<file path="src/common/dbg_pkg.sv">
`default_nettype none

package dbg_pkg;

    // ------------------------------
    // uart and probe sizes
    // ------------------------------
    localparam int CLKS_PER_BIT    = 16;
    localparam int CLK_CNT_W       = $clog2(CLKS_PER_BIT);
    localparam int BYTE_W          = 8;
    localparam int PROBE_W         = 32;
    localparam int FLAG_W          = 8;

    // dump layout: flags, pc lsb first, ir lsb first
    localparam int SNAP_BYTES      = 9;
    localparam int SNAP_IDX_W      = 4;
    localparam int RST_HOLD_CYCLES = 16;
    localparam int HOLD_CNT_W      = $clog2(RST_HOLD_CYCLES + 1);
    localparam int REPLY_BYTES     = 4;  // class, action, cr, lf

    typedef logic [BYTE_W-1:0] byte_t;

    // ------------------------------
    // host command letters
    // ------------------------------
    localparam byte_t CMD_RESET      = 8'h72;  // r
    localparam byte_t CMD_RISE       = 8'h7a;  // z
    localparam byte_t CMD_FALL       = 8'h78;  // x
    localparam byte_t CMD_PULSE      = 8'h63;  // c
    localparam byte_t CMD_RST_TOGGLE = 8'h65;  // e
    localparam byte_t CMD_STATUS     = 8'h73;  // s

    // reply characters
    localparam byte_t ACK_R      = 8'h52;  // R, reset class
    localparam byte_t ACK_C      = 8'h43;  // C, clock class
    localparam byte_t ACK_O      = 8'h4f;  // O, other
    localparam byte_t ACK_S      = 8'h73;  // s
    localparam byte_t ACK_RISE   = 8'h72;  // r
    localparam byte_t ACK_FALL   = 8'h66;  // f
    localparam byte_t ACK_PULSE  = 8'h74;  // t
    localparam byte_t ACK_TOGGLE = 8'h61;  // a
    localparam byte_t ACK_OK     = 8'h6b;  // k
    localparam byte_t CHAR_CR    = 8'h0d;
    localparam byte_t CHAR_LF    = 8'h0a;

    typedef enum logic [2:0] {
        ST_IDLE,
        ST_RST_HOLD,
        ST_STEP,
        ST_REPLY_SEND,
        ST_REPLY_WAIT,
        ST_DUMP_SEND,
        ST_DUMP_WAIT
    } cmd_state_e;

endpackage

`default_nettype wire

</file>
<file path="src/uart/uart_rx.sv">
`default_nettype none

module uart_rx (
    input  logic           clk,
    input  logic           rst_n_i,
    input  logic           rx_i,
    output logic           rx_valid_o,
    output dbg_pkg::byte_t rx_byte_o
);
    import dbg_pkg::*;

    logic                 rx_meta;
    logic                 rx_sync;
    logic                 busy;
    logic [CLK_CNT_W-1:0] clk_cnt;
    logic [3:0]           bit_cnt;   // 0 start, 1..8 data, 9 stop
    logic                 half_bit;
    logic                 full_bit;
    byte_t                shift_q;

    // line into the clk domain, idles high
    always_ff @(posedge clk or negedge rst_n_i) begin
        if (!rst_n_i) begin
            rx_meta <= 1'b1;
            rx_sync <= 1'b1;
        end else begin
            rx_meta <= rx_i;
            rx_sync <= rx_meta;
        end
    end

    assign half_bit = (clk_cnt == CLK_CNT_W'(CLKS_PER_BIT / 2 - 1));
    assign full_bit = (clk_cnt == CLK_CNT_W'(CLKS_PER_BIT - 1));

    // ------------------------------
    // bit timing
    // ------------------------------
    always_ff @(posedge clk or negedge rst_n_i) begin
        if (!rst_n_i) begin
            busy       <= 1'b0;
            clk_cnt    <= '0;
            bit_cnt    <= '0;
            rx_valid_o <= 1'b0;
        end else begin
            rx_valid_o <= 1'b0;
            if (!busy) begin
                clk_cnt <= '0;
                bit_cnt <= '0;
                if (!rx_sync) begin
                    busy <= 1'b1;              // start edge seen
                end
            end else if (bit_cnt == 4'd0) begin
                if (half_bit) begin
                    clk_cnt <= '0;
                    if (rx_sync) begin
                        busy <= 1'b0;          // glitch, not a start bit
                    end else begin
                        bit_cnt <= 4'd1;
                    end
                end else begin
                    clk_cnt <= clk_cnt + 1'b1;
                end
            end else if (full_bit) begin
                clk_cnt <= '0;
                bit_cnt <= bit_cnt + 1'b1;
                if (bit_cnt == 4'd9) begin
                    busy       <= 1'b0;
                    rx_valid_o <= rx_sync;     // low stop bit drops the byte
                end
            end else begin
                clk_cnt <= clk_cnt + 1'b1;
            end
        end
    end

    // data bits arrive lsb first
    always_ff @(posedge clk) begin
        if (busy && full_bit && (bit_cnt >= 4'd1) && (bit_cnt <= 4'd8)) begin
            shift_q <= {rx_sync, shift_q[BYTE_W-1:1]};
        end
    end

    assign rx_byte_o = shift_q;

    a_valid_one_cycle: assert property (@(posedge clk) disable iff (!rst_n_i)
        rx_valid_o |=> !rx_valid_o);

endmodule

`default_nettype wire

</file>
<file path="src/uart/uart_tx.sv">
`default_nettype none

module uart_tx (
    input  logic           clk,
    input  logic           rst_n_i,
    input  logic           tx_start_i,
    input  dbg_pkg::byte_t tx_byte_i,
    output logic           tx_o,
    output logic           tx_busy_o,
    output logic           tx_done_o
);
    import dbg_pkg::*;

    logic [CLK_CNT_W-1:0] clk_cnt;
    logic [3:0]           bit_cnt;   // bit now on the line
    logic                 bit_end;
    byte_t                shift_q;

    assign bit_end = tx_busy_o && (clk_cnt == CLK_CNT_W'(CLKS_PER_BIT - 1));

    always_ff @(posedge clk or negedge rst_n_i) begin
        if (!rst_n_i) begin
            tx_o      <= 1'b1;
            tx_busy_o <= 1'b0;
            tx_done_o <= 1'b0;
            clk_cnt   <= '0;
            bit_cnt   <= '0;
        end else begin
            tx_done_o <= 1'b0;
            if (!tx_busy_o) begin
                if (tx_start_i) begin
                    tx_busy_o <= 1'b1;
                    clk_cnt   <= '0;
                    bit_cnt   <= '0;
                    tx_o      <= 1'b0;         // start bit
                end
            end else if (bit_end) begin
                clk_cnt <= '0;
                if (bit_cnt == 4'd9) begin
                    tx_busy_o <= 1'b0;         // end of stop bit
                    tx_done_o <= 1'b1;
                end else begin
                    bit_cnt <= bit_cnt + 1'b1;
                    tx_o    <= (bit_cnt == 4'd8) ? 1'b1 : shift_q[0];
                end
            end else begin
                clk_cnt <= clk_cnt + 1'b1;
            end
        end
    end

    // payload, lsb goes out first
    always_ff @(posedge clk) begin
        if (!tx_busy_o && tx_start_i) begin
            shift_q <= tx_byte_i;
        end else if (bit_end && (bit_cnt < 4'd8)) begin
            shift_q <= {1'b1, shift_q[BYTE_W-1:1]};
        end
    end

    a_no_start_busy: assert property (@(posedge clk) disable iff (!rst_n_i)
        tx_start_i |-> !tx_busy_o);

endmodule

`default_nettype wire

</file>
<file path="src/rtl/status_snapshot.sv">
`default_nettype none

module status_snapshot (
    input  logic                           clk,
    input  logic                           rst_n_i,
    input  logic                           capture_i,
    input  logic [dbg_pkg::PROBE_W-1:0]    pc_i,
    input  logic [dbg_pkg::PROBE_W-1:0]    ir_i,
    input  logic [dbg_pkg::FLAG_W-1:0]     flags_i,
    input  logic [dbg_pkg::SNAP_IDX_W-1:0] idx_i,
    output dbg_pkg::byte_t                 byte_o
);
    import dbg_pkg::*;

    logic [PROBE_W-1:0] pc_q;
    logic [PROBE_W-1:0] ir_q;
    logic [FLAG_W-1:0]  flags_q;
    byte_t              snap_words [SNAP_BYTES];

    // frozen copy, target may keep running during a dump
    always_ff @(posedge clk or negedge rst_n_i) begin
        if (!rst_n_i) begin
            pc_q    <= '0;
            ir_q    <= '0;
            flags_q <= '0;
        end else if (capture_i) begin
            pc_q    <= pc_i;
            ir_q    <= ir_i;
            flags_q <= flags_i;
        end
    end

    // ------------------------------
    // byte layout of the dump
    // ------------------------------
    always_comb begin
        snap_words[0] = flags_q;
        for (int i = 0; i < PROBE_W / BYTE_W; i++) begin
            snap_words[1 + i]                    = pc_q[i*BYTE_W +: BYTE_W];
            snap_words[1 + PROBE_W / BYTE_W + i] = ir_q[i*BYTE_W +: BYTE_W];
        end
    end

    assign byte_o = (idx_i < SNAP_IDX_W'(SNAP_BYTES)) ? snap_words[idx_i] : '0;

    // sequencer must never walk past the last dump byte
    a_idx_range: assert property (@(posedge clk) disable iff (!rst_n_i)
        idx_i < SNAP_IDX_W'(SNAP_BYTES));

endmodule

`default_nettype wire

</file>
<file path="src/rtl/cmd_sequencer.sv">
`default_nettype none

module cmd_sequencer (
    input  logic                           clk,
    input  logic                           rst_n_i,
    input  logic                           rx_valid_i,
    input  dbg_pkg::byte_t                 rx_byte_i,
    input  logic                           tx_busy_i,
    input  logic                           tx_done_i,
    input  dbg_pkg::byte_t                 snap_byte_i,
    output logic                           tx_start_o,
    output dbg_pkg::byte_t                 tx_byte_o,
    output logic                           snap_capture_o,
    output logic [dbg_pkg::SNAP_IDX_W-1:0] snap_idx_o,
    output logic                           target_clk_o,
    output logic                           target_rst_n_o
);
    import dbg_pkg::*;

    cmd_state_e            state_q;
    byte_t                 cmd_q;      // command being answered
    logic [HOLD_CNT_W-1:0] hold_cnt;
    logic [SNAP_IDX_W-1:0] byte_idx;   // reply or dump position
    logic                  cmd_accept;
    logic                  last_reply;
    logic                  last_dump;
    byte_t                 class_char;
    byte_t                 act_char;
    byte_t                 reply_byte;

    assign cmd_accept     = (state_q == ST_IDLE) && rx_valid_i;
    assign last_reply     = (byte_idx == SNAP_IDX_W'(REPLY_BYTES - 1));
    assign last_dump      = (byte_idx == SNAP_IDX_W'(SNAP_BYTES - 1));
    assign snap_capture_o = cmd_accept && (rx_byte_i == CMD_STATUS);

    always_ff @(posedge clk) begin
        if (cmd_accept) begin
            cmd_q <= rx_byte_i;
        end
    end

    // ------------------------------
    // control FSM
    // ------------------------------
    always_ff @(posedge clk or negedge rst_n_i) begin
        if (!rst_n_i) begin
            state_q        <= ST_IDLE;
            hold_cnt       <= '0;
            byte_idx       <= '0;
            target_clk_o   <= 1'b0;
            target_rst_n_o <= 1'b1;
        end else begin
            case (state_q)
                ST_IDLE: begin
                    hold_cnt <= '0;
                    byte_idx <= '0;
                    if (rx_valid_i) begin
                        state_q <= ST_REPLY_SEND;
                        case (rx_byte_i)
                            CMD_RESET: begin
                                target_rst_n_o <= 1'b0;
                                state_q        <= ST_RST_HOLD;
                            end
                            CMD_RISE:       target_clk_o   <= 1'b1;
                            CMD_FALL:       target_clk_o   <= 1'b0;
                            CMD_RST_TOGGLE: target_rst_n_o <= ~target_rst_n_o;
                            CMD_PULSE: begin
                                target_clk_o <= 1'b1;   // falls in ST_STEP
                                state_q      <= ST_STEP;
                            end
                            CMD_STATUS:     state_q        <= ST_DUMP_SEND;
                            default:        state_q        <= ST_REPLY_SEND;
                        endcase
                    end
                end
                ST_RST_HOLD: begin
                    if (hold_cnt == HOLD_CNT_W'(RST_HOLD_CYCLES)) begin
                        target_rst_n_o <= 1'b1;
                        state_q        <= ST_REPLY_SEND;
                    end else begin
                        target_clk_o <= ~target_clk_o;
                        hold_cnt     <= hold_cnt + 1'b1;
                    end
                end
                ST_STEP: begin
                    target_clk_o <= 1'b0;
                    state_q      <= ST_REPLY_SEND;
                end
                ST_REPLY_SEND: if (!tx_busy_i) state_q <= ST_REPLY_WAIT;
                ST_REPLY_WAIT: begin
                    if (tx_done_i) begin
                        byte_idx <= byte_idx + 1'b1;
                        state_q  <= last_reply ? ST_IDLE : ST_REPLY_SEND;
                    end
                end
                ST_DUMP_SEND: if (!tx_busy_i) state_q <= ST_DUMP_WAIT;
                ST_DUMP_WAIT: begin
                    if (tx_done_i) begin
                        byte_idx <= last_dump ? '0 : byte_idx + 1'b1;  // stays in dump range
                        state_q  <= last_dump ? ST_IDLE : ST_DUMP_SEND;
                    end
                end
                default: state_q <= ST_IDLE;
            endcase
        end
    end

    // reply letters per command
    always_comb begin
        case (cmd_q)
            CMD_RESET, CMD_RST_TOGGLE:     class_char = ACK_R;
            CMD_RISE, CMD_FALL, CMD_PULSE: class_char = ACK_C;
            default:                       class_char = ACK_O;
        endcase
        case (cmd_q)
            CMD_RESET:      act_char = ACK_S;
            CMD_RISE:       act_char = ACK_RISE;
            CMD_FALL:       act_char = ACK_FALL;
            CMD_PULSE:      act_char = ACK_PULSE;
            CMD_RST_TOGGLE: act_char = ACK_TOGGLE;
            default:        act_char = ACK_OK;
        endcase
    end

    assign reply_byte = (byte_idx == '0)                 ? class_char :
                        (byte_idx == SNAP_IDX_W'(1))     ? act_char   :
                        (byte_idx == SNAP_IDX_W'(2))     ? CHAR_CR    : CHAR_LF;

    assign tx_start_o = ((state_q == ST_REPLY_SEND) || (state_q == ST_DUMP_SEND)) && !tx_busy_i;
    assign tx_byte_o  = (state_q == ST_DUMP_SEND) ? snap_byte_i : reply_byte;
    assign snap_idx_o = byte_idx;

    // transmitter picks up every start
    a_start_rule: assert property (@(posedge clk) disable iff (!rst_n_i)
        tx_start_o |=> tx_busy_i);

endmodule

`default_nettype wire

</file>
<file path="src/rtl/debug_top.sv">
`default_nettype none

module debug_top (
    input  logic                        clk,
    input  logic                        rst_n_i,
    input  logic                        rx_i,
    output logic                        tx_o,
    input  logic [dbg_pkg::PROBE_W-1:0] pc_i,
    input  logic [dbg_pkg::PROBE_W-1:0] ir_i,
    input  logic [dbg_pkg::FLAG_W-1:0]  flags_i,
    output logic                        target_clk_o,
    output logic                        target_rst_n_o
);
    import dbg_pkg::*;

    logic                  rx_valid;
    byte_t                 rx_byte;
    logic                  tx_start;
    byte_t                 tx_byte;
    logic                  tx_busy;
    logic                  tx_done;
    logic                  snap_capture;
    logic [SNAP_IDX_W-1:0] snap_idx;
    byte_t                 snap_byte;

    // ------------------------------
    // host link
    // ------------------------------
    uart_rx u_uart_rx (
        .clk        (clk),
        .rst_n_i    (rst_n_i),
        .rx_i       (rx_i),
        .rx_valid_o (rx_valid),
        .rx_byte_o  (rx_byte)
    );

    uart_tx u_uart_tx (
        .clk        (clk),
        .rst_n_i    (rst_n_i),
        .tx_start_i (tx_start),
        .tx_byte_i  (tx_byte),
        .tx_o       (tx_o),
        .tx_busy_o  (tx_busy),
        .tx_done_o  (tx_done)
    );

    cmd_sequencer u_cmd_sequencer (
        .clk            (clk),
        .rst_n_i        (rst_n_i),
        .rx_valid_i     (rx_valid),
        .rx_byte_i      (rx_byte),
        .tx_busy_i      (tx_busy),
        .tx_done_i      (tx_done),
        .snap_byte_i    (snap_byte),
        .tx_start_o     (tx_start),
        .tx_byte_o      (tx_byte),
        .snap_capture_o (snap_capture),
        .snap_idx_o     (snap_idx),
        .target_clk_o   (target_clk_o),
        .target_rst_n_o (target_rst_n_o)
    );

    status_snapshot u_status_snapshot (
        .clk       (clk),
        .rst_n_i   (rst_n_i),
        .capture_i (snap_capture),
        .pc_i      (pc_i),
        .ir_i      (ir_i),
        .flags_i   (flags_i),
        .idx_i     (snap_idx),
        .byte_o    (snap_byte)
    );

endmodule

`default_nettype wire

</file>
<file path="config.mk">
export PLATFORM = sky130hd
export DESIGN_NAME = debug_top
export DESIGN_NICKNAME = d
export VERILOG_FILES = /design/src/common/dbg_pkg.sv /design/src/uart/uart_rx.sv /design/src/uart/uart_tx.sv /design/src/rtl/status_snapshot.sv /design/src/rtl/cmd_sequencer.sv /design/src/rtl/debug_top.sv
export SDC_FILE = /design/constraint.sdc
export NUM_CORES = 1
export LEC_CHECK = 0
export BUFFER_PORTS_ARGS = -buffer_cell sky130_fd_sc_hd__buf_4
export CAP_MARGIN = 30
export CORE_MARGIN = 2
export CORE_UTILIZATION = 40
export CTS_CLUSTER_SIZE = 30
export DETAILED_ROUTE_END_ITERATION = 7
export HOLD_SLACK_MARGIN = 0.03
export MAX_ROUTING_LAYER = met4
export PLACE_DENSITY = 0.66
export SYNTH_ARGS = -nofsm -noshare
export SYNTH_HDL_FRONTEND = slang
export SYNTH_HIERARCHICAL = 1
export SYNTH_SLANG_ARGS = --single-unit
</file>
<file path="constraint.sdc">
create_clock -name clk -period 3.2 [get_ports clk]
set_input_delay 0.64 -clock clk [delete_from_list [all_inputs] [get_ports clk]]
set_output_delay 0.64 -clock clk [all_outputs]
set_load 0.03 [all_outputs]
</file>
; Yosys cells after proc, flatten, opt, wreduce, memory -nomap -nowiden
; Cells that the tools add are included.
[word_totals]
romBits = 0
ff_bits = 133
memories = 0
word_cells = 180
ramBits = 0
latch_bits = 0
[op_classes]
multipliers = 0
bitwise_logic = 3
div_mod_pow = 0
addsub = 6
shift = 0
n_lt_le_gt_ge = 5
reduce_logical = 29
mux = 73
n_eq_ne = 42
[ops]
columns = op, count
row1 = "8-bit by 7-bit equality test with 1-bit output, second input constant", 11
row2 = 4-bit 2-to-1 mux, 18
row3 = 8-bit 2-to-1 mux, 8
row4 = 8-bit binary-select mux with 4-bit select, 1
row5 = 1-bit 2-to-1 mux, 26
row6 = 5-bit one-hot mux with 5 select lines, 1
row7 = "4-bit equality test, second input constant", 6
row8 = 3-bit 2-to-1 mux, 8
row9 = 3-bit one-hot mux with 7 select lines, 1
row10 = "4-bit by 1-bit adder with 4-bit output, second input constant", 5
row11 = 5-bit one-hot mux with 2 select lines, 2
row12 = "2-bit inequality test, second input constant", 8
row13 = "3-bit inequality test, second input constant", 5
row14 = 4-bit one-hot mux with 3 select lines, 1
row15 = "3-bit equality test, second input constant", 3
row16 = 1-bit logical AND, 9
row17 = 3-bit one-hot mux with 3 select lines, 1
row18 = 3-bit AND reduction, 3
row19 = "4-bit by 2-bit equality test with 1-bit output, second input constant", 2
row20 = 4-bit zero test, 2
row21 = "4-bit < comparator, second input constant", 2
row22 = 4-bit AND reduction, 2
row23 = "3-bit by 2-bit equality test with 1-bit output, second input constant", 2
row24 = 1-bit one-hot mux with 2 select lines, 3
row25 = other kinds (23), 28

; Longest topological paths before layout
[logic_depth]
depth_word = 7
ltp_mapped = 9
mapped_depth_nobuf = 7

; Modules after synthesis
; The synthesis kept the hierarchy.
[by_module_without_submodules]
columns = module, area_each_um2, cells_each, instances
row1 = status_snapshot, 3334.4, 224, 1
row2 = cmd_sequencer, 1765.4, 192, 1
row3 = uart_tx, 958.4, 77, 1
row4 = uart_rx, 942.2, 78, 1

; Least setup slack after synthesis
; OpenSTA, ideal clock, no wires.
[synth_path]
kind = register -> register
startpoint = register u_cmd_sequencer.state_q[0]
endpoint = register u_status_snapshot.flags_q[0]
n_path_buf = 3
required_ps = 3075
setup_slack_ps = 988
arrival_ps = 2087
path_stages_with_launch = 7
setup_time_ps = 125
path_cell_list = dfrtp_1 buf_6 nor4b_4 and4_1 clkbuf_1 buf_2 mux2_2
[synth_via]
elab_chain_len = 3
[synth_rtl]
columns = element, line_no
row1 = "start, declared", cmd_sequencer.sv:20  ; cmd_state_e state_q;
row2 = "start signal, assigned", cmd_sequencer.sv:93  ; state_q <= last_reply ? ST_IDLE : ST_REPLY_SEND;
row3 = "start signal, assigned", cmd_sequencer.sv:100  ; state_q <= last_dump ? ST_IDLE : ST_DUMP_SEND;
row4 = 3-bit zero test, cmd_sequencer.sv:31  ; assign cmd_accept = (state_q == ST_IDLE) && rx_valid_i;
row5 = 1-bit logical AND, cmd_sequencer.sv:31
row6 = named net u_cmd_sequencer.cmd_accept, cmd_sequencer.sv:24  ; logic cmd_accept;
row7 = 1-bit logical AND, cmd_sequencer.sv:34  ; assign snap_capture_o = cmd_accept && (rx_byte_i == CMD_STATUS);
row8 = named net snap_capture, debug_top.sv:22  ; logic snap_capture;
row9 = "end signal, assigned", status_snapshot.sv:29  ; flags_q <= flags_i;
row10 = "end, declared", status_snapshot.sv:17  ; logic [FLAG_W-1:0] flags_q;
; The timed path passes the listed nets, and every way through them passes these cells.
; A chain may end at the register's enable or synchronous reset.

; Final worst setup path
[layout_path]
startpoint = register u_cmd_sequencer.state_q[0]
endpoint = register u_uart_tx.shift_q[6], enable pin
[layout_via]
elab_chain_len = 5
elab_cells_between_ends = 6
classes_between = 2 x eq/ne / 4 x reduce/logical
[layout_rtl]
columns = element, line_no
row1 = 3-bit by 2-bit equality test with 1-bit output / 3-bit equality test (equally long branches), cmd_sequencer.sv:129  ; assign tx_start_o = ((state_q == ST_REPLY_SEND) || (state_q == ST_DUMP_SEND)) && !tx_busy_i;
row2 = 1-bit logical OR *, cmd_sequencer.sv:129
row3 = 1-bit logical AND *, cmd_sequencer.sv:129
row4 = named net tx_start, debug_top.sv:18  ; logic tx_start;
row5 = 1-bit logical AND *, uart_tx.sv:54  ; if (!tx_busy_o && tx_start_i) begin
row6 = 2-bit nonzero test (no source line) *, n/a
row7 = "end signal, assigned", uart_tx.sv:55  ; shift_q <= tx_byte_i;
row8 = "end signal, assigned", uart_tx.sv:57  ; shift_q <= {1'b1, shift_q[BYTE_W-1:1]};
row9 = "end, declared", uart_tx.sv:17  ; byte_t shift_q;
; The timed path passes the listed nets; every way through them passes the cells marked *.

==> impl_metrics.env <==
export IMPL_gp_congestion=0.8237
export IMPL_leakage_nw=3.763
export IMPL_wl_um=15030
export IMPL_ys_async_sr_fraction_pct=81.95
export IMPL_cp_slowest_cell="dfrtp_1"
export IMPL_critPathMaxStageDelay_ns=0.75
export IMPL_first_pass_iters=5
export IMPL_hold_path_class="in -> async"
export IMPL_start_util_pct=40.76
export IMPL_fillers=1570
export IMPL_htreeDepth=4
export IMPL_synth_edf_count=24
export IMPL_fin_skew_ns=0.01122
export IMPL_die_area_sq_um=18580
export IMPL_worstMarginPinSlew_ns=0.6994
export IMPL_drv_slew=0
export IMPL_crit_start="u_cmd_sequencer/state_q[0]$_DFFE_PN0P_"
export IMPL_synth_top_area_share_pct=37.53
export IMPL_nets=739
export IMPL_ys_top_cells_by_area="dfrtp_1 38%, mux2_2 14%, edfxtp_1 10%, mux2i_1 3.3%, ha_1 2.5%"
export IMPL_cp_start_kind="flop"
export IMPL_crit_path_end="u_uart_tx/shift_q[6]$_DFFE_PP_"
export IMPL_cp_cell_sequence="inv_1 > nor3_1 > nand2b_4 > o21ai_0 > clkbuf_2"
export IMPL_fin_ws_ns=0.5380
export IMPL_grt_setup_unrepaired="no"
export IMPL_diodes=0
export IMPL_postCtsSetupBuffers=0
export IMPL_grt_max_degree=54
export IMPL_path_class="reg -> reg"
export IMPL_hold_buffers=0
export IMPL_p_int_mw=3.922
export IMPL_cts_sinks=133
export IMPL_layout_commonest_cell="dfrtp_1"
export IMPL_status="completed"
export IMPL_ys_ff_latch=133
export IMPL_cts_tree="built"
export IMPL_p_clk_share_pct=37.1
export IMPL_dr_first_iter_drc_count=371
export IMPL_final_setup_viol_count=0
export IMPL_fp_dieW_um=136.3
export IMPL_r2r_cells=5
export IMPL_r2r_slack_ns=0.54
export IMPL_drive_gt1_share_pct=36.35
export IMPL_antenna_found_initial=0
export IMPL_pre_cts_ws_ns=0.5876
export IMPL_numCtsBuffers=17
export IMPL_pwr_share_comb_pct=23.4
export IMPL_avgSynthCellArea_sq_um=12.26
export IMPL_ios=78
export IMPL_seq_area_frac_synth_pct=49.33
export IMPL_clk_pin_slew_ns=0.06
export IMPL_r2r_end="u_uart_tx/shift_q[6]$_DFFE_PP_"
export IMPL_fin_setup_tns_ns=0
export IMPL_p_seq_share_pct=39.5
export IMPL_syn_nets=660
export IMPL_root_buffer="clkbuf_16"
export IMPL_syn_area_sq_um=7000
export IMPL_wire_per_inst_um=16.92
export IMPL_grt_pass1_vias=5049
export IMPL_yosysWarningCount=6
export IMPL_drc_errors=0
export IMPL_period_needed_ns=2.662
export IMPL_die_height_um=136.3
export IMPL_io_buffers=77
export IMPL_layout_common_cells="105 x dfrtp_1, 86 x buf_4, 86 x mux2_2, 31 x nand2_1, 25 x inv_1"
export IMPL_ys_types=87
export IMPL_post_cts_resized=0
export IMPL_power_density_nw_per_um2=673.5
export IMPL_net_switching_power_mw=1.731
export IMPL_track_usage_pct=18.12
export IMPL_post_route_util_pct=48.86
export IMPL_min_period_over_period_pct=83.19
export IMPL_dp_hpwl_um=10890
export IMPL_grt_pass1_wl_um=25360
export IMPL_area_delta_synth_final_pct=19.89
export IMPL_r2r_start="u_cmd_sequencer/state_q[0]$_DFFE_PN0P_"
export IMPL_switching_share_pct=30.62
export IMPL_core_region_area_sq_um=17180
export IMPL_slew_headroom_pct=53.37
export IMPL_final_hold_viol_count=0
export IMPL_path_max_fanout=18
export IMPL_cap_violations=0
export IMPL_syn_inst=571
export IMPL_viasPerCell=5.381
export IMPL_hold_ws_ns=0.2674
export IMPL_peakVddDrop_uv=435.9
export IMPL_clock_latency_ns=0.41
export IMPL_fmax_mhz=375.7
export IMPL_grt_overflow_total=0
export IMPL_num_rows=48
export IMPL_clk_path_buf_depth=2
export IMPL_required_ns=3.31
export IMPL_yosysTopAreaCell="dfrtp_1"
export IMPL_postRouteAntennaNets=0
export IMPL_vias=4778
export IMPL_worstPathArrival_ns=2.77
export IMPL_synth_ff_type="dfrtp_1"
export IMPL_critPathCaptureType="flop"
[logic make-up (layout without fill, tap and decap cells)]
kind of cell    count (synthesis)  after routing  synth area share (%)
fa+ha+maj                      14             14                 2.502
flops                         133            133                 49.33
mux                           116            116                 19.16
xor+xnor                        6              6                0.7508
buf+inv                        55            147                 4.701
simple gates                  141            141                 12.62
compound gates                106            106                 10.94
[cell type report]
class / instances / area, sq um / share of cell area [%]
tap: 225 / 281.5 / 3.354
timing repair buffer: 90 / 710.7 / 8.468
inverter: 25 / 93.84 / 1.118
clock buffer: 17 / 425.4 / 5.069
multi-input combinational: 383 / 3219 / 38.36
clock inverter: 15 / 209.0 / 2.490
sequential: 133 / 3453 / 41.14
[synth_stat cells, types with 4 or more instances]
master,number
a211oi_1,4
a21oi_1,17
a22o_1,5
and2_1,6
and3b_1,4
and4bb_2,4
buf_2,10
buf_6,10
clkbuf_1,5
dfrtp_1,105
dfstp_2,4
edfxtp_1,24
ha_1,14
inv_1,25
mux2_2,86
mux2i_1,23
nand2_1,31
nand2b_1,6
nand3_1,15
nand4_1,8
nor2_1,19
nor2b_1,7
nor3_1,7
o211ai_1,5
o21ai_0,17
o21ai_1,8
o22ai_1,7
o2bb2ai_1,4
o31ai_1,5
o31ai_2,5
[worst min path at each step]
| stage | from | endpoint | slack, ns | cells past startpoint |
|---|---|---|---|---|
| final | rst_n_i | u_status_snapshot/pc_q[10]$_DFFE_PN0P_ | 0.27 | 1 |
| after CTS | rst_n_i | u_status_snapshot/pc_q[10]$_DFFE_PN0P_ | 0.31 | 1 |
| after floorplan | rst_n_i | u_cmd_sequencer/hold_cnt[0]$_DFFE_PN0P_ | 0.34 | 0 |
| after global placement | u_uart_rx/rx_meta$_DFF_PN1_ | u_uart_rx/rx_sync$_DFF_PN1_ | 0.35 | 0 |
| after detailed placement | u_uart_rx/rx_meta$_DFF_PN1_ | u_uart_rx/rx_sync$_DFF_PN1_ | 0.35 | 0 |
| after global routing | rx_i | u_uart_rx/rx_meta$_DFF_PN1_ | 0.32 | 1 |
[worst max-delay path, delay by kind of cell, from the launching register on]
kind	cells	cell delay (ns)
AO/OA/AOI/OAI	1	0.27
AND/OR/NAND/NOR	2	0.75
buffers and inverters	2	0.59
flip-flops	1	0.75
[registers in the layout, summed over array words and instances, names as in the netlist, 5 cells and up]
signal                     flops
u_uart_tx/shift_q              8
u_status_snapshot/ir_q        32
u_uart_rx/rx_byte_o            8
u_status_snapshot/flags_q      8
u_status_snapshot/pc_q        32
u_cmd_sequencer/cmd_q          8
u_cmd_sequencer/hold_cnt       5
[layer usage]
metal / vias up / wire length (um) / track usage, %
met5: - / 0 / -
met2: 91 / 7292 / 28.53
li1: 2292 / - / -
met3: 16 / 572 / 4.176
met1: 2379 / 6941 / 22.99
met4: 0 / 221 / 6.424
[per-stage QoR]
| step | cell area [sq um] | power, mW | cells |
|---|---|---|---|
| 3_5_place_dp | 7754 | 3.579 | 855 |
| 5_1_grt | 8393 | 5.971 | 888 |
| 3_3_place_gp | 7754 | 3.503 | 855 |
| 4_1_cts | 8388 | 5.698 | 887 |
| 6_report | 8393 | 5.653 | 888 |
| 2_1_floorplan | 7000 | 3.265 | 571 |
[power groups by stage]
stage	sequential, mW	combinational [mW]	clock, mW
global route	2.27	1.48	2.22
global placement	2.23	1.27	0
CTS	2.23	1.33	2.14
detailed placement	2.25	1.32	0
finish	2.23	1.32	2.10
floorplan	2.13	1.14	0
Note: power is estimated with default switching activity, not from simulation.
